### config.mk
export PLATFORM = sky130hd
export DESIGN_NAME = apb_periph_top
export DESIGN_NICKNAME = d
export VERILOG_FILES = /design/src/logic/apb_bus_pkg.sv /design/src/logic/periph_map_pkg.sv /design/src/logic/apb2iob_bridge.sv /design/src/logic/apb_periph_top.sv /design/src/logic/iob_bank_split.sv /design/src/logic/iob_rdata_merge.sv /design/src/logic/scratch_bank.sv
export SDC_FILE = /design/constraint.sdc
export NUM_CORES = 2
export LEC_CHECK = 0
export ABC_AREA = 1
export BUFFER_PORTS_ARGS = -buffer_cell sky130_fd_sc_hd__clkbuf_2
export CAP_MARGIN = 20
export CORE_MARGIN = 5
export CORE_UTILIZATION = 45
export DETAILED_ROUTE_END_ITERATION = 8
export HOLD_SLACK_MARGIN = 0.1
export PLACE_DENSITY = 0.64
export SLEW_MARGIN = 5
export SYNTH_ARGS = -nofsm -noshare
export SYNTH_HDL_FRONTEND = slang
export SYNTH_SLANG_ARGS = --single-unit
### constraint.sdc
create_clock -name clk_i -period 4.03 [get_ports clk_i]
set_input_delay 0.403 -clock clk_i [delete_from_list [all_inputs] [get_ports clk_i]]
set_output_delay 0.403 -clock clk_i [all_outputs]
set_load 0.05 [all_outputs]
### src/logic/apb_bus_pkg.sv
// Bus widths shared by the APB port and the internal IOb links
// Packed request and response structs for both buses

package apb_bus_pkg;

   localparam int APB_ADDR_W = 12;         // Byte address
   localparam int DATA_W     = 32;
   localparam int WSTRB_W    = DATA_W / 8; // One strobe per byte

   // APB request as driven by the master
   typedef struct packed {
      logic                  sel;
      logic                  enable;
      logic                  write;
      logic [APB_ADDR_W-1:0] addr;
      logic [DATA_W-1:0]     wdata;
      logic [WSTRB_W-1:0]    wstrb;
   } apb_req_t;

   // IOb request, all strobes low means a read
   typedef struct packed {
      logic                  valid;
      logic [APB_ADDR_W-1:0] addr;
      logic [DATA_W-1:0]     wdata;
      logic [WSTRB_W-1:0]    wstrb;
   } iob_req_t;

   // IOb response, rvalid one cycle after a read is accepted
   typedef struct packed {
      logic              ready;
      logic              rvalid;
      logic [DATA_W-1:0] rdata;
   } iob_rsp_t;

endpackage

### src/logic/periph_map_pkg.sv
// Address map of the scratch register banks
// Bank count, bank size and address field positions

package periph_map_pkg;

   localparam int N_BANKS       = 4;
   localparam int REGS_PER_BANK = 8;

   localparam int REG_IDX_W  = $clog2(REGS_PER_BANK);
   localparam int BANK_IDX_W = $clog2(N_BANKS);

   // Byte offset in bits 1:0, register index in bits 4:2
   localparam int BANK_BASE_BIT = 5;

   // First address bit above the bank field
   // All bits from here up must be zero for an in-map access
   localparam int MAP_TOP_BIT = BANK_BASE_BIT + BANK_IDX_W;

endpackage

### src/logic/apb2iob_bridge.sv
// APB slave to IOb master bridge
// Four-state program counter, registered pready, captured read word

module apb2iob_bridge (
   input  logic                          clk_i,
   input  logic                          rst_n_i,
   input  apb_bus_pkg::apb_req_t         apb_req_i,
   output logic                          apb_ready_o,
   output logic [apb_bus_pkg::DATA_W-1:0] apb_rdata_o,
   output apb_bus_pkg::iob_req_t         iob_req_o,
   input  apb_bus_pkg::iob_rsp_t         iob_rsp_i
);
   import apb_bus_pkg::*;

   typedef enum logic [1:0] {
      WAIT_ENABLE    = 2'd0,
      WAIT_READY     = 2'd1,
      WAIT_RVALID    = 2'd2,
      WAIT_APB_READY = 2'd3
   } pc_t;

   pc_t  pc_q;
   pc_t  pc_d;
   logic iob_valid;
   logic apb_ready_d;

   // Address and data pass straight through from the APB request
   assign iob_req_o.valid = iob_valid;
   assign iob_req_o.addr  = apb_req_i.addr;
   assign iob_req_o.wdata = apb_req_i.wdata;
   assign iob_req_o.wstrb = apb_req_i.write ? apb_req_i.wstrb : {WSTRB_W{1'b0}};

   // Program counter next state
   always_comb begin
      pc_d        = pc_q;
      iob_valid   = 1'b0;
      apb_ready_d = 1'b0;

      case (pc_q)
         WAIT_ENABLE: begin
            if (apb_req_i.sel && apb_req_i.enable) begin
               pc_d = WAIT_READY;  // Valid goes out next cycle
            end
         end
         WAIT_READY: begin
            iob_valid = 1'b1;
            if (iob_rsp_i.ready) begin
               if (apb_req_i.write) begin
                  pc_d        = WAIT_APB_READY;
                  apb_ready_d = 1'b1;  // Write done on acceptance
               end else begin
                  pc_d = WAIT_RVALID;
               end
            end
         end
         WAIT_RVALID: begin
            if (iob_rsp_i.rvalid) begin
               pc_d        = WAIT_APB_READY;
               apb_ready_d = 1'b1;  // Word captured this edge
            end
         end
         default: begin
            // Pready high this cycle, master moves on
            pc_d = WAIT_ENABLE;
         end
      endcase
   end

   always_ff @(posedge clk_i) begin
      if (!rst_n_i) begin
         pc_q        <= WAIT_ENABLE;
         apb_ready_o <= 1'b0;
      end else begin
         pc_q        <= pc_d;
         apb_ready_o <= apb_ready_d;
      end
   end

   // Read word, held until the next read response
   always_ff @(posedge clk_i) begin
      if (!rst_n_i) begin
         apb_rdata_o <= {DATA_W{1'b0}};
      end else if (iob_rsp_i.rvalid) begin
         apb_rdata_o <= iob_rsp_i.rdata;
      end
   end

endmodule

### src/logic/apb_periph_top.sv
// Top level of the APB scratch register subsystem
// Bridge, address splitter, generated banks and response merger

module apb_periph_top (
   input  logic                           clk_i,
   input  logic                           rst_n_i,
   input  apb_bus_pkg::apb_req_t          apb_req_i,
   output logic                           apb_ready_o,
   output logic [apb_bus_pkg::DATA_W-1:0] apb_rdata_o
);
   import apb_bus_pkg::*;
   import periph_map_pkg::*;

   iob_req_t               bridge_req;
   iob_rsp_t               merged_rsp;
   iob_req_t [N_BANKS-1:0] bank_req;
   iob_rsp_t [N_BANKS-1:0] bank_rsp;
   iob_rsp_t               miss_rsp;

   apb2iob_bridge u_bridge (
      .clk_i      (clk_i),
      .rst_n_i    (rst_n_i),
      .apb_req_i  (apb_req_i),
      .apb_ready_o(apb_ready_o),
      .apb_rdata_o(apb_rdata_o),
      .iob_req_o  (bridge_req),
      .iob_rsp_i  (merged_rsp)
   );

   iob_bank_split u_split (
      .clk_i     (clk_i),
      .rst_n_i   (rst_n_i),
      .iob_req_i (bridge_req),
      .bank_req_o(bank_req),
      .miss_rsp_o(miss_rsp)
   );

   // One scratch bank per address slot
   for (genvar b = 0; b < N_BANKS; b++) begin : g_bank
      scratch_bank u_bank (
         .clk_i    (clk_i),
         .rst_n_i  (rst_n_i),
         .iob_req_i(bank_req[b]),
         .iob_rsp_o(bank_rsp[b])
      );
   end

   iob_rdata_merge u_merge (
      .bank_rsp_i(bank_rsp),
      .miss_rsp_i(miss_rsp),
      .iob_rsp_o (merged_rsp)
   );

endmodule

### src/logic/iob_bank_split.sv
// IOb address decoder for the scratch banks
// Routes valid to the addressed bank, answers out-of-map accesses

module iob_bank_split (
   input  logic                                                   clk_i,
   input  logic                                                   rst_n_i,
   input  apb_bus_pkg::iob_req_t                                  iob_req_i,
   output apb_bus_pkg::iob_req_t [periph_map_pkg::N_BANKS-1:0] bank_req_o,
   output apb_bus_pkg::iob_rsp_t                                  miss_rsp_o
);
   import apb_bus_pkg::*;
   import periph_map_pkg::*;

   logic [BANK_IDX_W-1:0] bank_idx;
   logic                  in_map;
   logic                  miss_read;
   logic                  miss_rvalid_q;

   assign bank_idx = iob_req_i.addr[BANK_BASE_BIT +: BANK_IDX_W];

   // Upper address bits all zero
   assign in_map = ~|iob_req_i.addr[APB_ADDR_W-1:MAP_TOP_BIT];

   // Every bank sees the payload, only one sees valid
   always_comb begin
      for (int b = 0; b < N_BANKS; b++) begin
         bank_req_o[b]       = iob_req_i;
         bank_req_o[b].valid = iob_req_i.valid && in_map &&
                               (bank_idx == BANK_IDX_W'(b));
      end
   end

   // Out-of-map read, no strobes set
   assign miss_read = iob_req_i.valid && !in_map && (iob_req_i.wstrb == '0);

   always_ff @(posedge clk_i) begin
      if (!rst_n_i) begin
         miss_rvalid_q <= 1'b0;
      end else begin
         miss_rvalid_q <= miss_read;
      end
   end

   // Writes dropped, reads answered with zero
   assign miss_rsp_o.ready  = iob_req_i.valid && !in_map;  // Same-cycle ack
   assign miss_rsp_o.rvalid = miss_rvalid_q;
   assign miss_rsp_o.rdata  = {DATA_W{1'b0}};

endmodule

### src/logic/iob_rdata_merge.sv
// Merges the bank and out-of-map responses into one IOb response
// At most one source drives rvalid in any cycle

module iob_rdata_merge (
   input  apb_bus_pkg::iob_rsp_t [periph_map_pkg::N_BANKS-1:0] bank_rsp_i,
   input  apb_bus_pkg::iob_rsp_t                                  miss_rsp_i,
   output apb_bus_pkg::iob_rsp_t                                  iob_rsp_o
);
   import apb_bus_pkg::*;
   import periph_map_pkg::*;

   logic              ready_or;
   logic              rvalid_or;
   logic [DATA_W-1:0] rdata_or;

   always_comb begin
      ready_or  = miss_rsp_i.ready;
      rvalid_or = miss_rsp_i.rvalid;
      rdata_or  = miss_rsp_i.rvalid ? miss_rsp_i.rdata : {DATA_W{1'b0}};

      for (int b = 0; b < N_BANKS; b++) begin
         ready_or  = ready_or | bank_rsp_i[b].ready;
         rvalid_or = rvalid_or | bank_rsp_i[b].rvalid;
         if (bank_rsp_i[b].rvalid) begin
            rdata_or = rdata_or | bank_rsp_i[b].rdata;  // Gated by own rvalid
         end
      end
   end

   assign iob_rsp_o.ready  = ready_or;
   assign iob_rsp_o.rvalid = rvalid_or;
   assign iob_rsp_o.rdata  = rdata_or;

endmodule

### src/logic/scratch_bank.sv
// One bank of byte-writable scratch registers on IOb
// Same-cycle ready, read data registered one cycle after acceptance

module scratch_bank (
   input  logic                  clk_i,
   input  logic                  rst_n_i,
   input  apb_bus_pkg::iob_req_t iob_req_i,
   output apb_bus_pkg::iob_rsp_t iob_rsp_o
);
   import apb_bus_pkg::*;
   import periph_map_pkg::*;

   logic [DATA_W-1:0]    regs_q [REGS_PER_BANK];
   logic [REG_IDX_W-1:0] reg_idx;
   logic                 wr_en;
   logic                 rd_en;
   logic                 rvalid_q;
   logic [DATA_W-1:0]    rdata_q;

   // Register index sits just below the bank field
   assign reg_idx = iob_req_i.addr[BANK_BASE_BIT-1 -: REG_IDX_W];

   assign wr_en = iob_req_i.valid && (iob_req_i.wstrb != '0);
   assign rd_en = iob_req_i.valid && (iob_req_i.wstrb == '0);

   // Byte-strobed write
   always_ff @(posedge clk_i) begin
      if (!rst_n_i) begin
         for (int r = 0; r < REGS_PER_BANK; r++) begin
            regs_q[r] <= {DATA_W{1'b0}};
         end
      end else if (wr_en) begin
         for (int i = 0; i < WSTRB_W; i++) begin
            if (iob_req_i.wstrb[i]) begin
               regs_q[reg_idx][8*i +: 8] <= iob_req_i.wdata[8*i +: 8];
            end
         end
      end
   end

   always_ff @(posedge clk_i) begin
      if (!rst_n_i) begin
         rvalid_q <= 1'b0;
      end else begin
         rvalid_q <= rd_en;
      end
   end

   // Read word, only meaningful while rvalid is high
   always_ff @(posedge clk_i) begin
      if (rd_en) begin
         rdata_q <= regs_q[reg_idx];
      end
   end

   assign iob_rsp_o.ready  = iob_req_i.valid;  // Never stalls
   assign iob_rsp_o.rvalid = rvalid_q;
   assign iob_rsp_o.rdata  = rdata_q;

endmodule

==> reports/results.ini <==
[clocking]
cts_max_level=3
cts_tree=built
cts_buffer_depth=3
cts.clk_slew.worst_paths_ns=0.06
clock_latency_ns=0.71
cts_resized=0
cts_made_buffers=121
clock-sinks=1192
holdBufCountCts=0
root_buffer=clkbuf_16
cts_setup_buffers=0

[worst_setup_path]
critPathTopFamily=simple AND/OR/NAND/NOR gates
endpoint_kind=register
cp_slowest_cell=buf_4
slowest_delay_ns=0.64
crit_chain=inv_1, ha_1, nand4_4, nor2_4, buf_4, nand3_2, nand2_1
path_max_fanout=24
worstPathRequired_ns=4.40
start_kind=register
cp_num_buf_inv=2
worstPathArrival_ns=3.33
crit_type=reg2reg

[pwr]
seqPwrFrac_pct=52.8
powerDensity_mw_per_mm2=460
p_comb_share_pct=5.5
vdd_drop_max_v=0.000366
p_sw_mw=6.01
p_leak_nw=22.4
switching_share_pct=22.6
internal_power_mw=20.6
p_clk_share_pct=41.7

[grt]
grt_max_degree=131
grt_antenna_before_repair=3
grt_pass1_vias=33440
grt.overflow.total=0
grt_pass1_wl_um=207000
grt_usage_pct=22.3

[synthesis]
synth_area_leaders=edfxtp_1 67%, nand2_1 9.4%, nor2_1 8.9%
avgSynthCellArea_um2=11.0
synth-edff-count=1152
synth_ff_type=edfxtp_1
synth_cells=4727
ys_ff_latch=1192
synth_cell_types=30
synth_warnings=0
syn-num-nets=4784
syn_area_mm2=0.0519
synth_most_common_cell=nand2_1
async_reset_ff_share_pct=0
netlist.area_leader.share_pct=66.7
ys_seq_area_share_pct=68.3
synth_area_leader_cell=edfxtp_1
synth_common_cells=1297 x nand2_1, 1224 x nor2_1, 1152 x edfxtp_1, 173 x clkbuf_1, 150 x inv_1

[job]
maxCapViolations=0

[floorplan]
coreArea_mm2=0.114
die-area_mm2=0.122
ios=86
die_height_um=349
die_width_um=349
placementRows=124
start_util_pct=45.4

[sta]
relSlewSlack_pct=32.6
fin_crit_sh_pct=73.5
tightest_slew_ns=1.01
fmax_ghz=0.338
slew_violations=0
hold_viol_final=0
finalSetupViolCount=0
fin_skew_ns=0.0229
setup_tns_ns=0
post-route-min-period_ns=2.96
rsz0062_at_grt=no
holdWs_ns=0.139

[route]
drcViolationCount=0
ant_nets=0
wl_per_cell_um=21.9
detail_route.iter0.violations=3696
drt-total-wl_um=139000
vias=34793
viasPerCell=5.47
drt_first_pass_iters=6

[hold_path]
worstHoldPathType=in2reg

[final_layout]
n_fill_cell=10001
fin_nets=4795
post-route-cell-area_mm2=0.0578
areaGrowthSynthToFinish_pct=11.4
diodes=0
post-route-util_pct=50.5
layout-drive-gt1-share_pct=11.1

[placement]
place_hpwl_um=83900
placed_area_mm2=0.0539
portBuffers=83
finalWeightedCongestion=0.828

[run_status]
status=finished clean

==> metal layers <==
metal / wire, um / share of wire, % / global-route usage (%) / vias to the layer above
li1: - / - / - / 15962
met1: 58000 / 42 / 31.8 / 17110
met2: 65700 / 47 / 36.2 / 1493
met4: 3300 / 2.4 / 6.15 / 2
met3: 11900 / 8.6 / 3.26 / 226
met5: 13 / 0.0094 / 0 / -
==> tightest hold or removal path, delay by kind of cell <==
kind            cells  cell delay (ns)
simple gates        3             0.25
compound gates      1             0.06
buf+inv             1             0.08
==> layout make-up <==
| type | instances | area (um2) | share of cell area (%) |
|---|---|---|---|
| clock buffer | 171 | 3370 | 5.84 |
| clock inverter | 57 | 519 | 0.899 |
| inverter | 160 | 638 | 1.10 |
| multi-input combinational | 3083 | 14500 | 25.0 |
| sequential | 1192 | 35400 | 61.3 |
| tap | 1512 | 1890 | 3.27 |
| timing repair buffer | 180 | 1500 | 2.60 |
==> power groups by stage <==
| stage | Sequential [mW] | Combinational (mW) | Clock [mW] |
|---|---|---|---|
| 4_1_cts | 14.0 | 1.47 | 11.2 |
| 2_1_floorplan | 14.3 | 0.902 | 0 |
| 3_5_place_dp | 14.3 | 1.46 | 0 |
| 5_1_grt | 14.1 | 1.57 | 11.7 |
| 3_3_place_gp | 14.3 | 1.45 | 0 |
| 6_report | 14.0 | 1.47 | 11.1 |
==> stage by stage <==
| step | cells | worst slack (ns) | total power [mW] |
|---|---|---|---|
| 3_3_place_gp | 6127 | 1.05 | 15.7 |
| 6_report | 6355 | 1.07 | 26.6 |
| 5_1_grt | 6355 | 0.901 | 27.4 |
| 3_5_place_dp | 6127 | 0.999 | 15.8 |
| 2_1_floorplan | 4727 | 0.902 | 15.2 |
| 4_1_cts | 6355 | 1.07 | 26.7 |
==> placed cells by master, fill, tap and decap left out, types with 75 or more instances in the layout <==
cell / instances
a21oi_1: 116
clkbuf_16: 126
clkbuf_2: 82
edfxtp_1: 1152
inv_1: 121
nand2_1: 1297
nand3_1: 75
nand4_1: 84
nand4_4: 92
nor2_1: 1219
==> cells by family (layout without fill, tap and decap cells) <==
kind of cell             after synthesis  in the layout  synth area share, %
AND/OR/NAND/NOR                     2908           2908                 25.8
AO/OA/AOI/OAI                        171            171                 1.91
buffers and inverters                452            568                 3.96
adder cells (fa/ha/maj)                4              4               0.0965
flip-flops                          1192           1192                 68.3
==> state kept, by name, summed over array words and instances (netlist names) <==
name and flops:
g_bank.u_bank.regs_q 1024, g_bank.u_bank.rdata_q 128, u_bridge.apb_rdata_o 32, g_bank.u_bank.rvalid_q 4, u_bridge.pc_q 2, u_bridge.apb_ready_o 1
u_split.miss_rvalid_q 1
==> path summary, 6_finish.rpt <==
kind / start / to / slack, ns / cells after the start
worst min-delay path: apb_req_i[49] / u_bridge.pc_q[1]$_SDFFE_PN0P_ / 0.14 / 5
worst max-delay path: u_bridge.pc_q[1]$_SDFFE_PN0P_ / g_bank[0].u_bank.regs_q[6][3]$_SDFFCE_PN0P_ / 1.07 / 7
worst min register to register: u_bridge.apb_rdata_o[17]$_SDFFE_PN0P_ / u_bridge.apb_rdata_o[17]$_SDFFE_PN0P_ / 0.47 / 2
worst max register to register: u_bridge.pc_q[1]$_SDFFE_PN0P_ / g_bank[0].u_bank.regs_q[6][3]$_SDFFCE_PN0P_ / 1.07 / 7
Note: power is estimated with default switching activity, not from simulation.
